[src/include/rv32i_cfg.svh]
`ifndef RV32I_CFG_SVH
`define RV32I_CFG_SVH

// pc after reset.
`define RV32I_RESET_PC 32'h0000_0000

// data ram depth in 32-bit words.
`define RV32I_DMEM_WORDS 256

`endif

[src/verilog/regfile.sv]
`timescale 1ns/1ps

module regfile (
    input  logic        clk,
    input  logic        arst_n,
    input  logic        we,
    input  logic [4:0]  rd,
    input  logic [31:0] rd_data,
    input  logic [4:0]  rs1,
    input  logic [4:0]  rs2,
    output logic [31:0] rs1_out,
    output logic [31:0] rs2_out
);

logic [31:0] regs [1:31]; // x0 has no storage.

always_ff @(posedge clk or negedge arst_n) begin
    if (!arst_n) begin
        for (int i = 1; i < 32; i++) begin
            regs[i] <= 32'd0;
        end
    end else if (we) begin
        regs[rd] <= rd_data; // we is never set for rd of 0.
    end
end

assign rs1_out = (rs1 == 5'd0) ? 32'd0 : regs[rs1];
assign rs2_out = (rs2 == 5'd0) ? 32'd0 : regs[rs2];

endmodule : regfile

[config.mk]
export PLATFORM = sky130hd
export DESIGN_NAME = regfile
export DESIGN_NICKNAME = d
export VERILOG_FILES = /design/src/include/rv32i_cfg.svh /design/src/verilog/regfile.sv
export SDC_FILE = /design/constraint.sdc
export NUM_CORES = 2
export LEC_CHECK = 0
export BUFFER_PORTS_ARGS = -buffer_cell sky130_fd_sc_hd__buf_2
export CAP_MARGIN = 20
export CELL_PAD_IN_SITES_DETAIL_PLACEMENT = 0
export CELL_PAD_IN_SITES_GLOBAL_PLACEMENT = 1
export CORE_MARGIN = 2
export CORE_UTILIZATION = 54
export CTS_BUF_LIST = sky130_fd_sc_hd__clkbuf_16
export CTS_CLUSTER_SIZE = 16
export DETAILED_ROUTE_END_ITERATION = 10
export PLACE_DENSITY_LB_ADDON = 0.1
export SYNTH_ARGS = -nofsm -noshare
export SYNTH_HDL_FRONTEND = slang
export SYNTH_SLANG_ARGS = --single-unit
[constraint.sdc]
create_clock -name clk -period 2.1 [get_ports clk]
set_clock_uncertainty 0.1 [all_clocks]
set_input_delay 0.21 -clock clk [delete_from_list [all_inputs] [get_ports clk]]
set_output_delay 0.21 -clock clk [all_outputs]
set_load 0.02 [all_outputs]
# After elaboration in Yosys (flattened, before gate mapping)
# Cells that the tools add are included.
# W data, S select, Z words.
[op_classes] bitwise_logic=3 mux=11 n_reduce_logical=3 magnitude_cmp=4
[ops] operator="$bwmux W992" n=1
[ops] operator="$bmux W32 S5" n=2
[ops] operator="$mux W32" n=7
[ops] operator="$demux W32 S5" n=1
[ops] operator="$ge A6 B6 Y1 const B" n=3
[ops] operator="$not A5 Y6" n=3
[ops] operator="$logic_not A5 Y1" n=2
[ops] operator="$lt A6 B1 Y1 const B" n=1
[ops] operator="$logic_and A1 B1 Y1" n=1
[word_totals] ff_bits=992 input_bits=50

# Depth between registers and ports, before layout
[logic_depth] ltp_word=6 ltp_mapped=9

# Least setup slack after synthesis
# No wires, ideal clock.
[synth_path] kind="input port to output port" start="in rs2[0]" end="out rs2_out[3]" path_buffers=3 path_stages=7 slack_ps=30 t_required_ps=1790 t_arrival_ps=1760 path_cell_list="buf_2 -> buf_6 -> buf_6 -> mux4_2 -> mux2i_1 -> a22o_1 -> a211oi_1"
[synth_between] elab_chain_cells=5 elab_cells_between_ends=6
[synth_lines] element="start: declaration" line_no="regfile.sv:10" rtl="input logic [4:0] rs2,"
[synth_lines] element="$not A5 Y6 (not written as such)" line_no="regfile.sv:28" rtl="assign rs2_out = (rs2 == 5'd0) ? 32'd0 : regs[rs2];"
[synth_lines] element="$bmux W32 S5" line_no="regfile.sv:28"
[synth_lines] element="$mux W32 (not written as such) (2 in series)" line_no="regfile.sv:28"
[synth_lines] element="$mux W32 (*)" line_no="regfile.sv:28"
[synth_lines] element="end: declaration" line_no="regfile.sv:12" rtl="output logic [31:0] rs2_out"
# Mark *: on every way between the ends. The rest lies on a longest branch, timed or not. The select of a mux whose other input is x is not followed.

# Final worst setup path
[layout_path] start="reg regs[233] (netlist name)" end="out rs1_out[9]"
[layout_between] elab_chain_cells=4
[layout_lines] element="start: declaration" line_no="regfile.sv:15" rtl="logic [31:0] regs [1:31];"
[layout_lines] element="start signal: indexed assignment" line_no="regfile.sv:23" rtl="regs[rd] <= rd_data;"
[layout_lines] element="$bmux W32 S5" line_no="regfile.sv:27" rtl="assign rs1_out = (rs1 == 5'd0) ? 32'd0 : regs[rs1];"
[layout_lines] element="$mux W32 (not written as such) (2 in series)" line_no="regfile.sv:27"
[layout_lines] element="$mux W32" line_no="regfile.sv:27"
[layout_lines] element="end: declaration" line_no="regfile.sv:11" rtl="output logic [31:0] rs1_out,"
# Every way passes these cells. The select of a mux whose other input is x is not followed.

==> impl_metrics.json <==
{
  "peakVddDrop_mv": 0.883,
  "dp_slack_ps": -476,
  "globalRouteMet3Util_pct": 5.27,
  "min-delay-start": "rd_data[23]",
  "fin_tns_setup_ps": -29150,
  "synth_cell_types": 42,
  "rows": 115,
  "track_usage_pct": 35.0,
  "htreeDepth": 3,
  "final_common_cell": "mux2_2",
  "initial_core_util_pct": 54.5,
  "dp_hpwl_um": 114000,
  "synth_area_sq_mm": 0.0536,
  "wl_um": 177000,
  "syn-num-nets": 3698,
  "die_x_um": 319,
  "power_uw": 59100,
  "pin_count": 114,
  "whs_endpoint": "regs[887]$_DFFE_PN0P_",
  "gr-total-overflow": 0,
  "clock_power_share_pct": 33.1,
  "period_share_pct": 131,
  "r2r_cells": 3,
  "combPwrFrac_pct": 23.3,
  "r2r_setup_slack_ps": 990,
  "worstSetupPathType": "reg -> out",
  "drt-initial-drc-count": 3767,
  "r2r-end": "regs[161]$_DFFE_PN0P_",
  "timing.hold.ws_ps": 26.6,
  "grt_pass1_wl_um": 263000,
  "synth_edf_count": 0,
  "first_pass_iters": 5,
  "clock-sinks": 992,
  "p_sw_uw": 16700,
  "switching_share_pct": 28.2,
  "ys_seq_area_share_pct": 46.3,
  "pwr_density_cell_mw_per_mm2": 922,
  "io_buffers": 113,
  "setup-violations-final": 64,
  "p_int_uw": 42400,
  "grt_util_met2_pct": 55.4,
  "synthArstFlopShare_pct": 100,
  "final_cell_mix": "mux2_2 (1061), dfrtp_1 (992), mux4_2 (368)",
  "die_height_um": 319,
  "fmax_ghz": 0.362,
  "grt_max_degree": 90,
  "power.leakage_uw": 0.0285,
  "final_antenna_net_count": 0,
  "slew_headroom_pct": 48.4,
  "crit_required_ps": 1790,
  "timing.final.ws_setup_ps": -660,
  "seq_power_share_pct": 43.7,
  "ys.warnings.count": 0,
  "synth_top_area_share_pct": 46.3,
  "path_clk_slew_ps": 60,
  "core-area_sq_mm": 0.0984,
  "clockBufferDepth": 3,
  "wl_per_cell_um": 33.0,
  "drive_above_1_share_pct": 56.8,
  "top_register": "regs",
  "antenna_found_initial": 5,
  "gp_congestion": 0.872,
  "tritoncts": "done",
  "ys_ff_latch": 992,
  "synth.avg_cell_area_sq_um": 14.7,
  "hold_depth": 2,
  "cp.arrival_ps": 2450,
  "insertion_delay_ps": 690,
  "period_needed_ps": 2760,
  "cp_max_fo": 3,
  "cts-root-buf": "clkbuf_16",
  "met1_usage_pct": 48.7,
  "hp-class": "in -> reg",
  "fin_util_pct": 65.1,
  "maxCapViolCount": 0,
  "syn_to_final_growth_pct": 19.4,
  "ys_top_cells_by_area": "dfrtp_1 (46%), mux2_2 (22%), mux4_2 (15%), mux2i_1 (5.5%), a22oi_1 (1.3%)",
  "status": "complete, but fails checks",
  "grt-busiest-layer": "met2",
  "vias": 36602,
  "worst_slew_pin_slew_ps": 772,
  "start_kind": "register",
  "yosysTopAreaCell": "dfrtp_1",
  "cts_made_buffers": 108,
  "grt_pass1_vias": 38893,
  "rsz0062_at_grt": "true",
  "largest_reg_flops": 992,
  "worst_setup_path_end_kind": "output port",
  "drv_slew": 0,
  "r2r-start": "regs[161]$_DFFE_PN0P_",
  "violations": "setup timing",
  "layout.nets": 4037,
  "via_per_inst": 6.82,
  "postSynthCellCount": 3648,
  "drc": 0,
  "ys.flop_type": "dfrtp_1",
  "dieArea_sq_mm": 0.102,
  "reg_top3": "regs x992",
  "finalHoldViolCount": 0
}
cell families (layout without fill, tap and decap cells):
group | after synthesis | after routing | share of synthesized area, %
compound gates | 269 | 269 | 4.05
mux | 1728 | 1728 | 43.3
simple gates | 266 | 266 | 2.76
buf+inv | 393 | 824 | 3.59
other cells | 0 | 4 | 0
flops | 992 | 992 | 46.3
worst max-delay path by stage:
| stage | from | end | slack, ps | cells past startpoint |
|---|---|---|---|---|
| after floorplan | rs2[0] | rs2_out[3] | 30 | 7 |
| after global placement | rs1[0] | rs1_out[9] | -500 | 9 |
| after detailed placement | rs1[0] | rs1_out[9] | -480 | 9 |
| after CTS | regs[745]$_DFFE_PN0P_ | rs1_out[9] | -680 | 5 |
| after global routing | regs[681]$_DFFE_PN0P_ | rs1_out[9] | -690 | 5 |
| final | regs[233]$_DFFE_PN0P_ | rs1_out[9] | -660 | 5 |
what timing repair did:
item	in CTS	in global routing
buffers inserted	52	22
pin swaps	50	32
endpoints found under the hold margin	608	0
cloned	0	0
hold buffers	11	0
endpoints found under the setup margin	64	64
gates resized for setup	129	55
power by group through the flow:
stage / combinational, uW / sequential (uW) / clock [uW]
final: 13700 / 25800 / 19500
after CTS: 13500 / 25700 / 19800
after global placement: 12300 / 25600 / 0
after detailed placement: 12700 / 26000 / 0
after floorplan: 9260 / 24900 / 0
after global routing: 14600 / 26200 / 20600
Yosys cell counts (all sizes together) (5+ instances only):
cell type,count
nand2b,30
nand2,34
nor2,30
clkbuf,159
mux2i,295
a221o,23
nand3,36
mux4,368
o211ai,20
or3,5
nor2b,44
buf,229
nand4,12
o22a,19
a221oi,37
inv,5
and3,29
dfrtp,992
mux2,1065
o31a,28
nor3,31
o22ai,13
a22oi,96
a2111oi,9
layer usage:
layer  vias up  wire length [um]
met3       438             12700
met5         -                 0
li1      14809                 -
met2      1661             83400
met1     19694             72800
met4         0              8320
worst max-delay path, stage by stage (launching register included):
cell      delay [ps]
dfrtp_1          400
mux4_2           480
mux2i_2          200
o22a_1           190
o211ai_1         230
buf_4            250
cell type report:
type / instances / area, sq um
multi-input cells: 2263 / 27400
fillers: 7193 / 34400
flip-flops and latches: 992 / 24800
inverters: 5 / 18.8
clock inverters: 92 / 846
clock buffers: 110 / 2750
diodes: 4 / 10.0
well taps: 1287 / 1610
repair buffers: 617 / 6580
stage by stage:
| step | cell area (sq um) | cells |
|---|---|---|
| CTS | 63700 | 5344 |
| global route | 64000 | 5369 |
| finish | 64100 | 5370 |
| detailed placement | 59100 | 5080 |
| global placement | 59100 | 5080 |
| floorplan | 53600 | 3648 |
Note: power is estimated with default switching activity, not from simulation.
