### config.mk
export PLATFORM = sky130hd
export DESIGN_NAME = control_rom
export DESIGN_NICKNAME = d
export VERILOG_FILES = /design/src/include/rv32i_cfg.svh /design/src/verilog/rv32i_pkg.sv /design/src/verilog/control_rom.sv
export SDC_FILE = /design/constraint.sdc
export NUM_CORES = 1
export LEC_CHECK = 0
export BUFFER_PORTS_ARGS = -buffer_cell sky130_fd_sc_hd__buf_2
export CAP_MARGIN = 20
export CORE_MARGIN = 2
export CORE_UTILIZATION = 25
export DETAILED_ROUTE_END_ITERATION = 8
export PLACE_DENSITY = 0.61
export SLEW_MARGIN = 20
export SYNTH_ARGS = -nofsm -noshare
export SYNTH_HDL_FRONTEND = slang
export SYNTH_SLANG_ARGS = --single-unit
### constraint.sdc
create_clock -name vclk -period 1.5
set_input_delay 0.075 -clock vclk [all_inputs]
set_output_delay 0.075 -clock vclk [all_outputs]
set_load 0.1 [all_outputs]
### src/include/rv32i_cfg.svh
`ifndef RV32I_CFG_SVH
`define RV32I_CFG_SVH

// pc after reset.
`define RV32I_RESET_PC 32'h0000_0000

// data ram depth in 32-bit words.
`define RV32I_DMEM_WORDS 256

`endif

### src/verilog/rv32i_pkg.sv
package rv32i_pkg;

// ==============================
// instruction fields
// ==============================
typedef enum logic [6:0] {
    op_lui   = 7'b0110111,
    op_auipc = 7'b0010111,
    op_jal   = 7'b1101111,
    op_jalr  = 7'b1100111,
    op_br    = 7'b1100011,
    op_load  = 7'b0000011,
    op_store = 7'b0100011,
    op_imm   = 7'b0010011,
    op_reg   = 7'b0110011
} rv32i_opcode;

typedef enum logic [2:0] {
    beq  = 3'b000,
    bne  = 3'b001,
    blt  = 3'b100,
    bge  = 3'b101,
    bltu = 3'b110,
    bgeu = 3'b111
} branch_funct3_t;

typedef enum logic [2:0] {
    lb  = 3'b000,
    lh  = 3'b001,
    lw  = 3'b010,
    lbu = 3'b100,
    lhu = 3'b101
} load_funct3_t;

typedef enum logic [2:0] {
    sb = 3'b000,
    sh = 3'b001,
    sw = 3'b010
} store_funct3_t;

typedef enum logic [2:0] {
    add  = 3'b000, // add or sub for reg ops.
    sll  = 3'b001,
    slt  = 3'b010,
    sltu = 3'b011,
    axor = 3'b100,
    sr   = 3'b101, // srl or sra.
    aor  = 3'b110,
    aand = 3'b111
} arith_funct3_t;

// ==============================
// datapath controls
// ==============================
typedef enum logic [2:0] {
    alu_add = 3'b000,
    alu_sll = 3'b001,
    alu_sra = 3'b010,
    alu_sub = 3'b011,
    alu_xor = 3'b100,
    alu_srl = 3'b101,
    alu_or  = 3'b110,
    alu_and = 3'b111
} alu_ops;

typedef enum logic [2:0] {
    cmp_beq  = 3'b000,
    cmp_bne  = 3'b001,
    cmp_blt  = 3'b100,
    cmp_bge  = 3'b101,
    cmp_bltu = 3'b110,
    cmp_bgeu = 3'b111
} cmp_ops;

typedef enum logic [1:0] {
    pcmux_pc_plus4 = 2'b00,
    pcmux_alu_out  = 2'b01,
    pcmux_alu_mod2 = 2'b10  // jalr target, bit 0 cleared.
} pcmux_sel_t;

typedef enum logic {
    alumux1_rs1 = 1'b0,
    alumux1_pc  = 1'b1
} alumux1_sel_t;

typedef enum logic [2:0] {
    alumux2_i_imm = 3'b000,
    alumux2_u_imm = 3'b001,
    alumux2_b_imm = 3'b010,
    alumux2_s_imm = 3'b011,
    alumux2_j_imm = 3'b100,
    alumux2_rs2   = 3'b101
} alumux2_sel_t;

typedef enum logic {
    cmpmux_rs2   = 1'b0,
    cmpmux_i_imm = 1'b1
} cmpmux_sel_t;

typedef enum logic [3:0] {
    rfmux_alu_out  = 4'd0,
    rfmux_br_en    = 4'd1,
    rfmux_u_imm    = 4'd2,
    rfmux_pc_plus4 = 4'd3,
    rfmux_lb       = 4'd4,
    rfmux_lbu      = 4'd5,
    rfmux_lh       = 4'd6,
    rfmux_lhu      = 4'd7,
    rfmux_lw       = 4'd8
} regfilemux_sel_t;

typedef struct packed {
    rv32i_opcode     opcode;
    logic [2:0]      funct3;
    logic [6:0]      funct7;
    alu_ops          aluop;
    cmp_ops          cmpop;
    pcmux_sel_t      pcmux_sel;
    alumux1_sel_t    alumux1_sel;
    alumux2_sel_t    alumux2_sel;
    cmpmux_sel_t     cmpmux_sel;
    regfilemux_sel_t regfilemux_sel;
    logic            load_regfile;
    logic            mem_read;
    logic            mem_write;
    logic [3:0]      mem_byte_en;  // unshifted, lane 0 based.
} rv32i_control_word;

endpackage : rv32i_pkg

### src/verilog/control_rom.sv
`timescale 1ns/1ps

module control_rom (
    input  rv32i_pkg::rv32i_opcode       opcode,
    input  logic [2:0]                   funct3,
    input  logic [6:0]                   funct7,
    output rv32i_pkg::rv32i_control_word ctrl
);

rv32i_pkg::branch_funct3_t branch_funct3;
rv32i_pkg::load_funct3_t   load_funct3;
rv32i_pkg::store_funct3_t  store_funct3;
rv32i_pkg::arith_funct3_t  arith_funct3;

assign branch_funct3 = rv32i_pkg::branch_funct3_t'(funct3);
assign load_funct3   = rv32i_pkg::load_funct3_t'(funct3);
assign store_funct3  = rv32i_pkg::store_funct3_t'(funct3);
assign arith_funct3  = rv32i_pkg::arith_funct3_t'(funct3);

function void set_defaults();
    ctrl.opcode         = opcode;
    ctrl.funct3         = funct3;
    ctrl.funct7         = funct7;
    ctrl.aluop          = rv32i_pkg::alu_add;
    ctrl.cmpop          = rv32i_pkg::cmp_beq;
    ctrl.pcmux_sel      = rv32i_pkg::pcmux_pc_plus4;
    ctrl.alumux1_sel    = rv32i_pkg::alumux1_rs1;
    ctrl.alumux2_sel    = rv32i_pkg::alumux2_i_imm;
    ctrl.cmpmux_sel     = rv32i_pkg::cmpmux_rs2;
    ctrl.regfilemux_sel = rv32i_pkg::rfmux_alu_out;
    ctrl.load_regfile   = 1'b0;
    ctrl.mem_read       = 1'b0;
    ctrl.mem_write      = 1'b0;
    ctrl.mem_byte_en    = 4'b1111;
endfunction

always_comb begin
    set_defaults();
    case (opcode)
        rv32i_pkg::op_lui: begin
            ctrl.load_regfile   = 1'b1;
            ctrl.regfilemux_sel = rv32i_pkg::rfmux_u_imm;
        end
        rv32i_pkg::op_auipc: begin
            ctrl.alumux1_sel  = rv32i_pkg::alumux1_pc;
            ctrl.alumux2_sel  = rv32i_pkg::alumux2_u_imm;
            ctrl.load_regfile = 1'b1;
        end
        rv32i_pkg::op_jal: begin
            ctrl.alumux1_sel    = rv32i_pkg::alumux1_pc;
            ctrl.alumux2_sel    = rv32i_pkg::alumux2_j_imm;
            ctrl.pcmux_sel      = rv32i_pkg::pcmux_alu_out;
            ctrl.load_regfile   = 1'b1;
            ctrl.regfilemux_sel = rv32i_pkg::rfmux_pc_plus4;
        end
        rv32i_pkg::op_jalr: begin
            ctrl.pcmux_sel      = rv32i_pkg::pcmux_alu_mod2;
            ctrl.load_regfile   = 1'b1;
            ctrl.regfilemux_sel = rv32i_pkg::rfmux_pc_plus4;
        end
        rv32i_pkg::op_br: begin
            // target from the alu, taken only when br_en is set.
            ctrl.cmpop       = rv32i_pkg::cmp_ops'(branch_funct3);
            ctrl.alumux1_sel = rv32i_pkg::alumux1_pc;
            ctrl.alumux2_sel = rv32i_pkg::alumux2_b_imm;
        end
        rv32i_pkg::op_load: begin
            ctrl.load_regfile = 1'b1;
            ctrl.mem_read     = 1'b1;
            case (load_funct3)
                rv32i_pkg::lb:  ctrl.regfilemux_sel = rv32i_pkg::rfmux_lb;
                rv32i_pkg::lbu: ctrl.regfilemux_sel = rv32i_pkg::rfmux_lbu;
                rv32i_pkg::lh:  ctrl.regfilemux_sel = rv32i_pkg::rfmux_lh;
                rv32i_pkg::lhu: ctrl.regfilemux_sel = rv32i_pkg::rfmux_lhu;
                default:        ctrl.regfilemux_sel = rv32i_pkg::rfmux_lw;
            endcase
        end
        rv32i_pkg::op_store: begin
            ctrl.alumux2_sel = rv32i_pkg::alumux2_s_imm;
            ctrl.mem_write   = 1'b1;
            case (store_funct3)
                rv32i_pkg::sb: ctrl.mem_byte_en = 4'b0001;
                rv32i_pkg::sh: ctrl.mem_byte_en = 4'b0011;
                default:       ctrl.mem_byte_en = 4'b1111;
            endcase
        end
        rv32i_pkg::op_imm, rv32i_pkg::op_reg: begin
            ctrl.load_regfile = 1'b1;
            if (opcode == rv32i_pkg::op_reg) begin
                ctrl.alumux2_sel = rv32i_pkg::alumux2_rs2;
            end else begin
                ctrl.cmpmux_sel = rv32i_pkg::cmpmux_i_imm;
            end
            case (arith_funct3)
                rv32i_pkg::sr: begin
                    ctrl.aluop = funct7[5] ? rv32i_pkg::alu_sra : rv32i_pkg::alu_srl;
                end
                rv32i_pkg::slt: begin
                    ctrl.cmpop          = rv32i_pkg::cmp_blt;
                    ctrl.regfilemux_sel = rv32i_pkg::rfmux_br_en;
                end
                rv32i_pkg::sltu: begin
                    ctrl.cmpop          = rv32i_pkg::cmp_bltu;
                    ctrl.regfilemux_sel = rv32i_pkg::rfmux_br_en;
                end
                rv32i_pkg::add: begin
                    // addi has no sub form.
                    if (opcode == rv32i_pkg::op_reg && funct7[5]) begin
                        ctrl.aluop = rv32i_pkg::alu_sub;
                    end
                end
                default: ctrl.aluop = rv32i_pkg::alu_ops'(funct3);
            endcase
        end
        default: ; // unknown opcode retires as a nop.
    endcase
end

endmodule : control_rom

Word-level counts from Yosys, hierarchy flattened
Index checks and enable logic that the tools add are counted.
W data, S select, Z words.
- logic and storage cells: 40
- register bits after elaboration: 0
- input bits: 17
- reductions and logical operators: 7
- muxes and demuxes: 19
- eq/ne operators: 14
- operator list (cell ; number):
    $pmux W4 S4 ; 2
    $eq A7 B6 Y1 const B ; 3
    $eq A7 B7 Y1 const B ; 3
    $pmux W3 S5 ; 1
    $eq A7 B5 Y1 const B ; 2
    $pmux W3 S2 ; 2
    $mux W3 ; 3
    $pmux W3 S3 ; 1
    $pmux W4 S2 ; 1
    $eq A7 B2 Y1 const B ; 1
    $reduce_or A7 Y1 ; 1
    $eq A3 B2 Y1 const B ; 2
    $eq A3 B3 Y1 const B ; 2
    $mux W1 ; 6
    $reduce_or A2 Y1 ; 3
    $mux W5 ; 1
    $pmux W2 S2 ; 1
    $eq A3 B1 Y1 const B ; 1
    $logic_not A3 Y1 ; 1
    $reduce_or A3 Y1 ; 1
    $mux W2 ; 1
    $logic_and A1 B1 Y1 ; 1

Depth between registers and ports, before layout
Gate-level depths: netlist (run 1).
- depth in word-level cells: 5
- mapped depth: 5

Worst setup path after synthesis (run 1)
No wires, ideal clock.
- path kind: input -> output
- from: input opcode[4]
- to: output ctrl[12] (netlist bit)
- cell stages on the path: 4
- data arrival time: 3.286 ns
- path slack: -1.861 ns
- buffers on the path: 1
- required time: 1.425 ns
- cell sequence: clkbuf_2 nor2b_1 mux2i_1 nor4_1
- RTL lines (element ; line ; source):
    start, declared ; control_rom.sv:4 ; input rv32i_pkg::rv32i_opcode opcode,
    end, declared ; control_rom.sv:7 ; output rv32i_pkg::rv32i_control_word ctrl

==> results.sh, run 1 <==
export IMPL_drc_errors=0
export IMPL_netlist_area_leader_share=0.249
export IMPL_worstPathCellList="buf_2, nand4bb_1, buf_4, or3b_4, nor2_4, buf_12"
export IMPL_seqCellArea_sq_um=0
export IMPL_final_max_slew_viol_count=0
export IMPL_area_growth_pct=90.4
export IMPL_hold_buffers=0
export IMPL_dp_cells=138
export IMPL_max_stage_delay_ns=0.43
export IMPL_dieHeight_microns=51.8
export IMPL_worst_path_buf_inv=3
export IMPL_crit_path_max_fanout=8
export IMPL_vias=643
export IMPL_stdcell_area_sq_um=1090
export IMPL_ant_nets=0
export IMPL_floorplan_initialDensity=0.261
export IMPL_dp_hpwl_microns=1370
export IMPL_netlist_area_sq_um=572
export IMPL_arrival_ns=1.31
export IMPL_clockBufferCount=0
export IMPL_die_area_sq_um=2690
export IMPL_synth_top_cell_by_area="buf_4"
export IMPL_critPathCaptureType="output pin"
export IMPL_cts_setup_buffers=0
export IMPL_die_x_microns=51.8
export IMPL_place_gp_congestion=0.716
export IMPL_antenna_found_initial=0
export IMPL_status="completed"
export IMPL_grt_first_pass_wirelength_microns=2570
export IMPL_fp_coreArea_sq_um=2190
export IMPL_syn_num_nets=101
export IMPL_critical_path_class="in2out"
export IMPL_grt_ovfl_total=0
export IMPL_worstHoldPathType="in2out"
export IMPL_irDropWorstVdd_mv=0.137
export IMPL_grt_max_degree=17
export IMPL_drive_gt1_frac=0.636
export IMPL_rsz0062_at_grt="false"
export IMPL_setup_viol=0
export IMPL_crit_family="simple AND/OR/NAND/NOR gates"
export IMPL_period_needed_ns=1.38
export IMPL_yosys_warnings=0
export IMPL_fin_crit_sh=0.920
export IMPL_io_buffers=45
export IMPL_crit_required_ns=1.42
export IMPL_layout_cells_non_filler=138
export IMPL_synth_avg_cell_area_sq_um=6.81
export IMPL_ys_types=38
export IMPL_wl_per_cell_microns=11.9
export IMPL_vias_per_cell=4.66
export IMPL_max_cap_viol_count=0
export IMPL_start_kind="primary input"
export IMPL_rows=17
export IMPL_ys_seq_area_frac=0
export IMPL_synthTopCellsByArea="buf_4, nor2_1, nor2b_1"
export IMPL_path_depth=6
export IMPL_syn_inst=84
export IMPL_drt_iter0_markers=5
export IMPL_nNetsFinal=129
export IMPL_wl_microns=1650
export IMPL_ios=58
export IMPL_critPathSlowestCell="or3b_4"
export IMPL_nFlopsAndLatches=0
export IMPL_grt_pass1_vias=561
export IMPL_fillers=213
export IMPL_startpoint="opcode[3]"
export IMPL_grtUsageTotal=0.118
export IMPL_ctsResizeCount=0
export IMPL_clock_fmax_mhz=724
export IMPL_leakagePower_nw=0.425
export IMPL_dr_pass1_iters=4
export IMPL_diodes=0
export IMPL_dpl_cell_area_sq_um=1090
export IMPL_crit_end="ctrl[22]"
export IMPL_powerDensity_nw_per_um2=285
export IMPL_hold_violations=0
[how the worst min path moves through the flow]
| stage | end | cells after the start | startpoint |
|---|---|---|---|
| finish | ctrl[24] | 0 | funct7[0] |
| global route | ctrl[26] | 0 | funct7[2] |
| global placement | ctrl[25] | 0 | funct7[1] |
| CTS | ctrl[25] | 0 | funct7[1] |
| floorplan | ctrl[17] | 1 | opcode[3] |
| detailed placement | ctrl[25] | 0 | funct7[1] |
[layout by cell type (no fill, tap or decap), drive strengths merged]
cell type,count
nand4,1
nand2b,2
a21o,1
or2,1
nand3b,2
nand4bb,1
a22oi,1
nor3b,2
o22ai,1
inv,1
nand2,3
and3,2
or3b,3
nor3,1
conb,1
nor4,2
nand3,3
and3b,2
a31oi,2
nand4b,1
o31ai,1
mux2i,1
a31o,1
a32oi,2
nor2b,4
a21oi,3
buf,50
nor2,10
and2,3
o21ai,1
a22o,1
[stage by stage]
step                      setup WS [ns]  utilization  hold slack, ns  setup TNS [ns]  total power, W
final                             0.120        0.497           0.150               0        0.000310
after global routing             0.0717        0.497           0.150               0        0.000324
after CTS                         0.109        0.497           0.151               0        0.000312
after detailed placement          0.114        0.497           0.151               0        0.000311
after global placement            0.129        0.497           0.151               0        0.000308
after floorplan                  -0.803            -           0.252           -8.16        0.000329
[power by group]
group | total [W] | internal (W) | leakage [nW] | switching (W)
combinational | 0.000310 | 0.0000692 | 0.425 | 0.000241
clock | 0 | 0 | 0 | 0
sequential | 0 | 0 | 0 | 0
[cell families (layout without fill, tap and decap cells)]
family / Yosys count / count (layout) / share of synthesized area
buf+inv: 25 / 51 / 0.309
simple gates: 43 / 43 / 0.499
other cells: 1 / 1 / 0.00656
mux: 1 / 1 / 0.0175
compound gates: 14 / 14 / 0.169
[synthesized netlist by cell type]
| cell type | instances |
|---|---|
| a21o_1 | 1 |
| a21oi_1 | 3 |
| a22o_1 | 1 |
| a22oi_1 | 1 |
| a31o_1 | 1 |
| a31oi_1 | 2 |
| a32oi_1 | 2 |
| and2_1 | 3 |
| and3_1 | 2 |
| and3b_1 | 2 |
| buf_2 | 2 |
| buf_4 | 19 |
| buf_6 | 1 |
| clkbuf_1 | 1 |
| clkbuf_2 | 1 |
| conb_1 | 1 |
| inv_1 | 1 |
| mux2i_1 | 1 |
| nand2_1 | 3 |
| nand2b_1 | 2 |
| nand3_1 | 3 |
| nand3b_1 | 2 |
| nand4_1 | 1 |
| nand4b_1 | 1 |
| nand4bb_1 | 1 |
| nor2_1 | 10 |
| nor2b_1 | 4 |
| nor3_1 | 1 |
| nor3b_1 | 1 |
| nor3b_4 | 1 |
| nor4_1 | 1 |
| nor4_4 | 1 |
| o21ai_0 | 1 |
| o22ai_1 | 1 |
| o31ai_1 | 1 |
| or2_2 | 1 |
| or3b_1 | 2 |
| or3b_4 | 1 |
[layer usage]
layer / global-route usage / vias up / routed length, microns
li1: - / 335 / -
met4: 0 / 0 / 0
met1: 0.168 / 292 / 709
met5: 0 / - / 0
met2: 0.205 / 16 / 866
met3: 0.00575 / 0 / 69
[final cells by class]
type / instances / area, sq um / share of cell area
Timing Repair Buffer: 50 / 563 / 0.517
Multi-Input combinational cell: 59 / 487 / 0.447
Tap cell: 28 / 35.0 / 0.0322
Inverter: 1 / 3.75 / 0.00345
No activity file was read; power rests on OpenSTA's default activity.
==> inputs of run 2 (changes only) <==
- GPL_TIMING_DRIVEN: not set -> 0
==> results.sh, run 2 (synthesized netlist as in run 1, its figures left out) <==
export IMPL_status="completed"
export IMPL_total_power_w=0.000409
export IMPL_fillers=229
export IMPL_dieHeight_microns=51.8
export IMPL_crit_path_max_fanout=10
export IMPL_seqCellArea_sq_um=0
export IMPL_ant_nets=0
export IMPL_nFlopsAndLatches=0
export IMPL_irDropWorstVdd_mv=0.209
export IMPL_wl_microns=1880
export IMPL_setup_viol=0
export IMPL_grt_max_degree=11
export IMPL_final_common_cell="buf_2"
export IMPL_startpoint="opcode[5]"
export IMPL_drc_errors=0
export IMPL_grt_ovfl_total=0
export IMPL_fin_crit_sh=0.981
export IMPL_place_ws_ns=-0.189
export IMPL_fp_coreArea_sq_um=2190
export IMPL_finalWorstSetupSlack_ns=0.0289
export IMPL_max_cap_viol_count=0
export IMPL_worstHoldPathType="in2out"
export IMPL_crit_end="ctrl[6]"
export IMPL_start_kind="primary input"
export IMPL_antenna_found_initial=0
export IMPL_nNetsFinal=156
export IMPL_dp_hpwl_microns=1500
export IMPL_final_max_slew_viol_count=0
export IMPL_critPathCaptureType="output pin"
export IMPL_leakagePower_nw=0.515
export IMPL_ios=58
export IMPL_crit_required_ns=1.42
export IMPL_rows=17
export IMPL_die_x_microns=51.8
export IMPL_multi_input_area_sq_um=492
export IMPL_grt_first_pass_wirelength_microns=2760
export IMPL_layout_common_cells="buf_2, buf_4, buf_6"
export IMPL_critical_path_class="in2out"
export IMPL_diodes=0
export IMPL_wl_per_cell_microns=11.4
export IMPL_vias_per_cell=4.68
export IMPL_place_gp_congestion=0.709
export IMPL_period_needed_ns=1.47
export IMPL_arrival_ns=1.40
export IMPL_io_buffers=50
export IMPL_drive_gt1_frac=0.708
export IMPL_hold_buffers=0
export IMPL_grt_pass1_vias=627
export IMPL_area_growth_pct=95.8
export IMPL_grtUsageTotal=0.126
export IMPL_final_core_util=0.511
export IMPL_hold_violations=0
export IMPL_clock_fmax_mhz=680
export IMPL_drt_iter0_markers=6
export IMPL_die_area_sq_um=2690
export IMPL_dr_pass1_iters=4
export IMPL_powerDensity_nw_per_um2=365
export IMPL_floorplan_initialDensity=0.261
export IMPL_clockBufferCount=0
export IMPL_vias=773
-- run 2: cell count changes in the layout (fill, tap and decap cells not counted), sizes merged --
cell / delta
buf: +21
clkbuf: +6
-- run 2: cell type report --
type               instances  share of cell area
repair buffers            53               0.363
well taps                 28              0.0313
multi-input cells         59               0.439
plain buffers             24               0.163
inverters                  1             0.00335
-- run 2: stage by stage --
step | std cells | hold WS, ns | cell area, sq um | TNS [ns]
floorplan | 84 | 0.252 | 671 | -8.16
global placement | 162 | 0.534 | 956 | -1.62
detailed placement | 162 | 0.534 | 956 | -1.86
CTS | 163 | 0.534 | 1030 | 0
global route | 165 | 0.536 | 1120 | -0.000779
finish | 165 | 0.534 | 1120 | 0
-- run 2: worst min-delay path by stage --
stage / depth (start not counted) / startpoint / slack [ns] / end
after floorplan: 1 / opcode[3] / 0.25 / ctrl[17]
after global placement: 2 / funct7[1] / 0.53 / ctrl[25]
after detailed placement: 2 / funct7[1] / 0.53 / ctrl[25]
after CTS: 2 / funct7[1] / 0.53 / ctrl[25]
after global routing: 2 / funct7[2] / 0.54 / ctrl[26]
final: 2 / funct7[3] / 0.53 / ctrl[27]
-- run 2: worst max-delay path, stage by stage --
cell	delay [ns]
buf_2	0.15
buf_2	0.25
and3b_1	0.25
nand2_1	0.09
a21oi_2	0.15
buf_2	0.44
-- run 2: per-layer routing --
metal / global-route usage / share of wire / up-vias
li1: - / - / 386
met1: 0.175 / 0.41 / 349
met2: 0.230 / 0.53 / 38
met3: 0.00287 / 0.063 / 0
met4: 0 / 0 / 0
met5: 0 / 0 / -
-- run 2: power breakdown --
part / internal (W) / switching (W)
registers: 0 / 0
logic: 0.0000967 / 0.000312
clock network: 0 / 0
-- run 2: timing repair --
| action | CTS | global route |
|---|---|---|
| gates resized for setup | 22 | 22 |
| setup endpoints to repair | 17 | 19 |
| pin swaps | 1 | 4 |
| cloned | 0 | 0 |
| setup buffers | 1 | 2 |
